<file path="src/design/bch_pkg.sv">
`default_nettype none

package bch_pkg;

    // ------------------------------------------------------------
    // code sizes
    // ------------------------------------------------------------
    localparam int code_len   = 15;           // codeword length n
    localparam int msg_len    = 5;            // message length k
    localparam int gf_width   = 4;            // bits per GF(16) element
    localparam int num_syn    = 6;            // 2*t syndromes
    localparam int max_errors = 3;            // t, most errors we inject

    // ------------------------------------------------------------
    // field constants
    // ------------------------------------------------------------
    // generator g(x) of the t=3 code, degree n-k
    localparam logic [code_len-msg_len:0] gen_poly = 11'b10100110111;

    // x^4 + x + 1
    localparam logic [gf_width:0] prim_poly = 5'b10011;

    // ------------------------------------------------------------
    // types
    // ------------------------------------------------------------
    typedef logic [msg_len-1:0]  message_t;
    typedef logic [code_len-1:0] codeword_t;   // also the received word
    typedef logic [gf_width-1:0] gf_elem_t;

    // element 0 holds S1, element 5 holds S6
    typedef gf_elem_t [num_syn-1:0] syndrome_arr_t;

    typedef logic [$clog2(max_errors+1)-1:0] err_count_t;
    typedef logic [$clog2(code_len+1)-1:0]   step_t;   // counter value and bit index

    // controller phases
    typedef enum logic [2:0] {
        idle     = 3'h0,
        encode   = 3'h1,
        inject   = 3'h2,
        syndrome = 3'h3,
        finish   = 3'h4
    } bch_state_e;

endpackage

`default_nettype wire

</file>
<file path="src/design/bch_ctrl_if.sv">
`timescale 1ns/1ps
`default_nettype none

interface bch_ctrl_if;

    logic               encode_en;    // single cycle
    logic               inject_load;  // first cycle of inject
    logic               inject_en;    // level while flipping
    logic               flip_done;    // one pulse per accepted flip
    logic               syndrome_en;  // level during the 15 steps
    logic               count_clear;
    bch_pkg::step_t     count_limit;
    bch_pkg::step_t     count;        // doubles as the syndrome bit index
    logic               count_hit;

    modport ctrl (
        output encode_en, inject_load, inject_en, syndrome_en,
        output count_clear, count_limit,
        input  flip_done, count_hit
    );

    modport counter (
        input  count_clear, count_limit, flip_done, syndrome_en,
        output count, count_hit
    );

    modport encoder (input encode_en);

    modport injector (
        input  inject_load, inject_en,
        output flip_done
    );

    modport syndrome (input syndrome_en, count_clear, count);

endinterface

`default_nettype wire

</file>
<file path="src/design/bch_ctrl.sv">
`timescale 1ns/1ps
`default_nettype none

module bch_ctrl (
    input  logic                clk,
    input  logic                rst,
    input  logic                start,
    input  bch_pkg::err_count_t num_errors,
    output logic                busy,
    output logic                done,
    bch_ctrl_if.ctrl            bus
);

    bch_pkg::bch_state_e state;
    bch_pkg::bch_state_e state_nxt;
    bch_pkg::err_count_t err_q;     // errors requested at start
    logic                load_q;    // marks the first inject cycle

    // ------------------------------------------------------------
    // state and latched request
    // ------------------------------------------------------------
    always_ff @(posedge clk or posedge rst)
    begin
        if (rst)
        begin
            state  <= bch_pkg::idle;
            err_q  <= '0;
            load_q <= 1'b0;
        end
        else
        begin
            state  <= state_nxt;
            load_q <= (state == bch_pkg::encode);
            if (state == bch_pkg::idle && start)
            begin
                err_q <= num_errors;
            end
        end
    end

    // ------------------------------------------------------------
    // next state and phase enables
    // ------------------------------------------------------------
    always_comb
    begin
        state_nxt       = state;
        bus.encode_en   = 1'b0;
        bus.inject_load = 1'b0;
        bus.inject_en   = 1'b0;
        bus.syndrome_en = 1'b0;
        bus.count_clear = 1'b0;
        case (state)
            bch_pkg::idle:
            begin
                if (start)
                begin
                    state_nxt = bch_pkg::encode;
                end
            end
            bch_pkg::encode:
            begin
                bus.encode_en = 1'b1;
                state_nxt     = bch_pkg::inject;
            end
            bch_pkg::inject:
            begin
                if (load_q)
                begin
                    bus.inject_load = 1'b1;
                    bus.count_clear = 1'b1;       // flips count from zero
                    if (err_q == '0)
                    begin
                        state_nxt = bch_pkg::syndrome;  // nothing to flip
                    end
                end
                else
                begin
                    bus.inject_en = 1'b1;
                    if (bus.count_hit)            // last flip lands this cycle
                    begin
                        bus.count_clear = 1'b1;
                        state_nxt       = bch_pkg::syndrome;
                    end
                end
            end
            bch_pkg::syndrome:
            begin
                bus.syndrome_en = 1'b1;
                if (bus.count_hit)
                begin
                    state_nxt = bch_pkg::finish;
                end
            end
            bch_pkg::finish:  state_nxt = bch_pkg::idle;
            default:          state_nxt = bch_pkg::idle;
        endcase
    end

    assign bus.count_limit = (state == bch_pkg::syndrome) ?
                             bch_pkg::step_t'(bch_pkg::code_len) :
                             bch_pkg::step_t'(err_q);

    assign busy = (state != bch_pkg::idle);
    assign done = (state == bch_pkg::finish);

endmodule

`default_nettype wire

</file>
<file path="src/design/step_counter.sv">
`timescale 1ns/1ps
`default_nettype none

module step_counter (
    input  logic        clk,
    input  logic        rst,
    bch_ctrl_if.counter bus
);

    logic           step;
    bch_pkg::step_t stepped;

    // a flip or a syndrome cycle both advance the count
    assign step    = bus.flip_done | bus.syndrome_en;
    assign stepped = bus.count + bch_pkg::step_t'(step);

    // hit on the step that brings the count to the limit
    assign bus.count_hit = step && (stepped == bus.count_limit);

    always_ff @(posedge clk or posedge rst)
    begin
        if (rst)
        begin
            bus.count <= '0;
        end
        else if (bus.count_clear)     // clear wins over a step
        begin
            bus.count <= '0;
        end
        else if (step)
        begin
            bus.count <= stepped;
        end
    end

endmodule

`default_nettype wire

</file>
<file path="src/design/bch_encoder.sv">
`timescale 1ns/1ps
`default_nettype none

module bch_encoder (
    input  logic               clk,
    input  logic               rst,
    input  bch_pkg::message_t  message,
    output bch_pkg::codeword_t codeword,
    bch_ctrl_if.encoder        bus
);

    // m(x) * g(x) over GF(2)
    function automatic bch_pkg::codeword_t gf2_mul(input bch_pkg::message_t m);
        bch_pkg::codeword_t prod;
        prod = '0;
        for (int i = 0; i < bch_pkg::msg_len; i++)
        begin
            if (m[i])
            begin
                prod = prod ^ (bch_pkg::codeword_t'(bch_pkg::gen_poly) << i);
            end
        end
        return prod;
    endfunction

    always_ff @(posedge clk or posedge rst)
    begin
        if (rst)
        begin
            codeword <= '0;
        end
        else if (bus.encode_en)
        begin
            codeword <= gf2_mul(message);   // ready on the next cycle
        end
    end

endmodule

`default_nettype wire

</file>
<file path="src/design/error_injector.sv">
`timescale 1ns/1ps
`default_nettype none

module error_injector #(
    parameter logic [15:0] lfsr_seed = 16'hace1
) (
    input  logic               clk,
    input  logic               rst,
    input  bch_pkg::codeword_t codeword,
    output bch_pkg::codeword_t received,
    bch_ctrl_if.injector       bus
);

    logic [15:0]        lfsr;
    logic [15:0]        lfsr_nxt;
    logic [3:0]         cand;        // candidate bit position
    bch_pkg::codeword_t cand_sel;    // one-hot of the candidate
    bch_pkg::codeword_t flip_mask;   // positions already flipped
    logic               cand_ok;

    // ------------------------------------------------------------
    // position generator
    // ------------------------------------------------------------
    // galois form, taps 16 14 13 11
    assign lfsr_nxt = lfsr[0] ? ((lfsr >> 1) ^ 16'hb400) : (lfsr >> 1);

    always_ff @(posedge clk or posedge rst)
    begin
        if (rst)
        begin
            lfsr <= lfsr_seed;
        end
        else if (bus.inject_en)
        begin
            lfsr <= lfsr_nxt;
        end
    end

    assign cand     = lfsr[3:0];
    assign cand_sel = bch_pkg::codeword_t'(1) << cand;

    // index 15 falls outside the word and a repeat would undo a flip
    assign cand_ok = (cand < 4'(bch_pkg::code_len)) && ((flip_mask & cand_sel) == '0);

    assign bus.flip_done = bus.inject_en && cand_ok;

    // ------------------------------------------------------------
    // received word and flip mask
    // ------------------------------------------------------------
    always_ff @(posedge clk or posedge rst)
    begin
        if (rst)
        begin
            received  <= '0;
            flip_mask <= '0;
        end
        else if (bus.inject_load)
        begin
            received  <= codeword;   // fresh copy for this run
            flip_mask <= '0;
        end
        else if (bus.flip_done)
        begin
            received  <= received ^ cand_sel;
            flip_mask <= flip_mask | cand_sel;
        end
    end

endmodule

`default_nettype wire

</file>
<file path="src/design/syndrome_unit.sv">
`timescale 1ns/1ps
`default_nettype none

module syndrome_unit (
    input  logic                   clk,
    input  logic                   rst,
    input  bch_pkg::codeword_t     received,
    output bch_pkg::syndrome_arr_t syndromes,
    output logic                   error_detected,
    bch_ctrl_if.syndrome           bus
);

    bch_pkg::step_t bit_idx;
    logic           rx_bit;

    // x * alpha^p, one reduction by prim_poly per power
    function automatic bch_pkg::gf_elem_t mul_alpha_pow(
        input bch_pkg::gf_elem_t x,
        input int                p
    );
        bch_pkg::gf_elem_t acc;
        acc = x;
        for (int k = 0; k < p; k++)
        begin
            acc = {acc[bch_pkg::gf_width-2:0], 1'b0} ^
                  (acc[bch_pkg::gf_width-1] ? bch_pkg::prim_poly[bch_pkg::gf_width-1:0] : '0);
        end
        return acc;
    endfunction

    // MSB first, step 0 reads r14
    assign bit_idx = bch_pkg::step_t'(bch_pkg::code_len - 1) - bus.count;
    assign rx_bit  = received[bit_idx];

    // ------------------------------------------------------------
    // Horner accumulators, Sj = r(alpha^j)
    // ------------------------------------------------------------
    always_ff @(posedge clk or posedge rst)
    begin
        if (rst)
        begin
            syndromes <= '0;
        end
        else if (bus.count_clear)
        begin
            syndromes <= '0;
        end
        else if (bus.syndrome_en)
        begin
            for (int j = 0; j < bch_pkg::num_syn; j++)
            begin
                syndromes[j] <= mul_alpha_pow(syndromes[j], j + 1) ^
                                bch_pkg::gf_elem_t'(rx_bit);
            end
        end
    end

    assign error_detected = |syndromes;   // any nonzero Sj

endmodule

`default_nettype wire

</file>
<file path="src/design/bch_codec_top.sv">
`timescale 1ns/1ps
`default_nettype none

module bch_codec_top #(
    parameter logic [15:0] lfsr_seed = 16'hace1
) (
    input  logic                   clk,
    input  logic                   rst,
    input  logic                   start,
    input  bch_pkg::message_t      message,
    input  bch_pkg::err_count_t    num_errors,
    output logic                   busy,
    output logic                   done,
    output bch_pkg::codeword_t     codeword,
    output bch_pkg::codeword_t     received,
    output bch_pkg::syndrome_arr_t syndromes,
    output logic                   error_detected
);

    bch_ctrl_if ctrl_bus ();

    // ------------------------------------------------------------
    // control path
    // ------------------------------------------------------------
    bch_ctrl u_ctrl (
        .clk        (clk),
        .rst        (rst),
        .start      (start),
        .num_errors (num_errors),
        .busy       (busy),
        .done       (done),
        .bus        (ctrl_bus.ctrl)
    );

    step_counter u_counter (
        .clk (clk),
        .rst (rst),
        .bus (ctrl_bus.counter)
    );

    // ------------------------------------------------------------
    // data path: encode -> inject -> syndromes
    // ------------------------------------------------------------
    bch_encoder u_encoder (
        .clk      (clk),
        .rst      (rst),
        .message  (message),
        .codeword (codeword),
        .bus      (ctrl_bus.encoder)
    );

    error_injector #(
        .lfsr_seed (lfsr_seed)
    ) u_injector (
        .clk      (clk),
        .rst      (rst),
        .codeword (codeword),
        .received (received),
        .bus      (ctrl_bus.injector)
    );

    syndrome_unit u_syndrome (
        .clk            (clk),
        .rst            (rst),
        .received       (received),
        .syndromes      (syndromes),
        .error_detected (error_detected),
        .bus            (ctrl_bus.syndrome)
    );

endmodule

`default_nettype wire

</file>
<file path="config.mk">
export PLATFORM = sky130hd
export DESIGN_NAME = bch_codec_top
export DESIGN_NICKNAME = d
export VERILOG_FILES = /design/src/design/bch_pkg.sv /design/src/design/bch_ctrl_if.sv /design/src/design/bch_ctrl.sv /design/src/design/step_counter.sv /design/src/design/bch_encoder.sv /design/src/design/error_injector.sv /design/src/design/syndrome_unit.sv /design/src/design/bch_codec_top.sv
export SDC_FILE = /design/constraint.sdc
export NUM_CORES = 1
export LEC_CHECK = 0
export BUFFER_PORTS_ARGS = -buffer_cell sky130_fd_sc_hd__buf_2
export CORE_ASPECT_RATIO = 0.9
export CORE_MARGIN = 5
export CORE_UTILIZATION = 25
export CTS_CLUSTER_SIZE = 30
export DETAILED_ROUTE_END_ITERATION = 8
export PLACE_DENSITY_LB_ADDON = 0.3
export SLEW_MARGIN = 10
export SYNTH_ARGS = -nofsm -noshare
export SYNTH_HDL_FRONTEND = slang
export SYNTH_SLANG_ARGS = --single-unit
</file>
<file path="constraint.sdc">
create_clock -name clk -period 8.3 [get_ports clk]
set_input_delay 0.83 -clock clk [delete_from_list [all_inputs] [get_ports clk]]
set_output_delay 0.83 -clock clk [all_outputs]
set_load 0.03 [all_outputs]
</file>
==> results.py <==
metrics = {
    "clocking": {
        "cts_max_path_buffers": 2,
        "numCtsBuffers": 9,
        "cts_tree": "built",
        "cts_max_level": 3,
        "ctsResizeCount": 0,
        "cts_hold_buf": 0,
        "clkSinkCount": 95,
        "clock-root-buffer": "clkbuf_16",
        "post_cts_buffers": 0,
        "clk_pin_slew_ps": 70,
        "clk_latency_ps": 350,
    },
    "worst_setup_path": {
        "arrival_ps": 4580,
        "setup.worst_path.end": "u_counter.bus.count[1]",
        "r2r_slack_ps": 3900,
        "required_ps": 8480,
        "path_max_fanout": 27,
        "r2r_start": "u_injector.lfsr[2]",
        "startpoint": "u_injector.lfsr[2]",
        "start_kind": "register",
        "rr_endpoint": "u_counter.bus.count[1]",
        "rr_worst_depth": 12,
        "crit_path_end_kind": "register",
        "criticalPathCategory": "register to register",
    },
    "global_route": {
        "grt_antenna_before_repair": 0,
        "grt_overflow": 0,
        "grt_max_degree": 69,
        "grt_pass1_wl_um": 19200,
        "grt_usage_pct": 10.8,
        "grt_pass1_vias": 3567,
    },
    "synthesis": {
        "synthesis.nets": 486,
        "syn_area_um2": 4880,
        "synth_top_cell_area_share_pct": 44.6,
        "ys_seq_area_share_pct": 49.0,
        "syn_inst": 468,
        "synth_common_cells": "dfrtp_1, nand2_1, nor2_1, xnor2_1, a21oi_1",
        "yosysWarningCount": 0,
        "async_reset_ff_share_pct": 100,
        "ys_ff_latch": 95,
        "synth_top_area_cell": "dfrtp_1",
        "synth-edff-count": 0,
        "synth.most_common_cell": "dfrtp_1",
        "synthTopCellsByArea": "dfrtp_1, xnor2_1, dfstp_2",
        "synth.avg_cell_area_um2": 10.4,
        "yosysUniqueCellTypes": 62,
        "synth_ff_type": "dfrtp_1",
    },
    "detailed_routing": {
        "wl_met1_um": 5540,
        "route.met2.wl_um": 5050,
        "drt_pass1_iterations": 4,
        "drt_iter0_markers": 164,
        "antenna_left": 0,
        "routed_wl_um": 11500,
        "viasPerCell": 4.54,
        "remaining_drc_errors": 0,
        "route.detailed.wl_per_inst_um": 14.9,
        "met3_length_um": 748,
        "vias": 3519,
        "top_layer": "met4",
    },
    "timing": {
        "slew_viol_final": 0,
        "fin_crit_ps": 4400,
        "fmax_mhz": 227,
        "setup-tns-final_ps": 0,
        "max_slew_margin_pct": 27.1,
        "finalHoldViolCount": 0,
        "fin_crit_sh_pct": 53.1,
        "rsz0062_at_grt": "no",
        "fin_skew_ps": 9.09,
        "tightest_slew_ps": 1090,
        "setup_violations": 0,
    },
    "floorplan": {
        "start_util_pct": 25.5,
        "die-area_um2": 22400,
        "row_count": 48,
        "die_w_um": 157,
        "core_area_um2": 19200,
        "ios": 67,
        "die_h_um": 142,
    },
    "hold_path": {
        "hp-class": "input port to asynchronous set/reset pin",
    },
    "layout": {
        "nFillCells": 1965,
        "layout-drive-gt1-share_pct": 24.6,
        "diodes": 0,
        "seq_area_um2": 2390,
        "syn_to_final_growth_pct": 17.1,
        "multi_input_area_um2": 2270,
        "fin_nets": 539,
    },
    "outcome": {
        "status": "finished, final reports clean",
    },
    "placement": {
        "io_buffers": 66,
        "place_hpwl_um": 8380,
        "routabilityCongestion": 0.784,
    },
    "run": {
        "cap_violations": 0,
    },
}
-- state kept, by name (all words and copies together), names as in the netlist --
register	cells
u_ctrl.load_q	1
u_syndrome.syndromes	24
u_ctrl.state	3
u_injector.lfsr	16
u_ctrl.err_q	2
u_encoder.codeword	15
u_injector.flip_mask	15
u_counter.bus.count	4
u_injector.received	15
-- final cells by class --
cell class | instances | share of cell area (%)
multi-input combinational | 325 | 39.8
clock inverter | 2 | 0.679
tap | 250 | 5.48
clock buffer | 13 | 4.56
timing repair buffer | 71 | 6.44
inverter | 19 | 1.27
sequential | 95 | 41.8
-- through the flow --
stage                     instance area [um2]  setup WS [ps]  hold slack, ps  cells  util (%)
final                                    5710           3900             482    775      29.8
after global routing                     5710           3450             515    775      29.8
after CTS                                5710           3910             493    775      29.8
after detailed placement                 5410           3910             472    760      28.2
after global placement                   5410           4160             471    760      28.2
after floorplan                          4880           4990             456    468         -
-- logic make-up (layout without fill, tap and decap cells) --
| family | after synthesis | in the layout | synth area share, % |
|---|---|---|---|
| XOR/XNOR | 60 | 60 | 10.9 |
| multiplexers | 23 | 23 | 6.29 |
| AO/OA/AOI/OAI | 83 | 83 | 11.9 |
| adder cells (fa/ha/maj) | 8 | 8 | 2.05 |
| buffers and inverters | 48 | 105 | 4.67 |
| flip-flops | 95 | 95 | 49.0 |
| AND/OR/NAND/NOR | 151 | 151 | 15.2 |
-- cell usage in the layout (no fill, tap or decap), types with 5 or more instances in the layout --
master      n
a211oi_1    7
a21oi_1    29
buf_2      66
buf_4       5
clkbuf_16   9
dfrtp_1    87
dfstp_2     8
ha_1        8
inv_1      18
mux2_2     15
nand2_1    49
nand2b_1    5
nand3_1     5
nor2_1     48
nor4_1     17
o21a_1     17
o21ai_0    13
xnor2_1    46
xor2_1     13
-- critical path, stage by stage, from the launching register on --
cell and delay (ps):
dfrtp_1 520, nand2b_1 290, o22a_1 230, o221ai_2 580
o21a_1 350, inv_1 70, ha_1 200, ha_1 330
xor2_1 170, nor2_1 90, a41oi_1 300, o31ai_4 960
nor2_1 140
-- how the worst min path moves through the flow --
stage	start	end	slack (ps)	cells past startpoint
floorplan	u_injector.flip_mask[0]	u_injector.flip_mask[0]	460	1
global placement	u_injector.flip_mask[0]	u_injector.flip_mask[0]	470	1
detailed placement	u_injector.flip_mask[0]	u_injector.flip_mask[0]	470	1
CTS	rst	u_syndrome.syndromes[2]	490	2
global route	u_injector.lfsr[10]	u_injector.lfsr[10]	510	2
finish	rst	u_syndrome.syndromes[10]	480	2
-- layer usage --
metal  vias up  global-route usage [%]
li1       1713                       -
met1      1701                    14.7
met2        93                    16.2
met3        12                    3.80
met4         0                    3.08
met5         -                       0
Power is left out: the tool's default activity adds up to more than one toggle a clock period on the data nets, which glitch-free logic cannot reach.
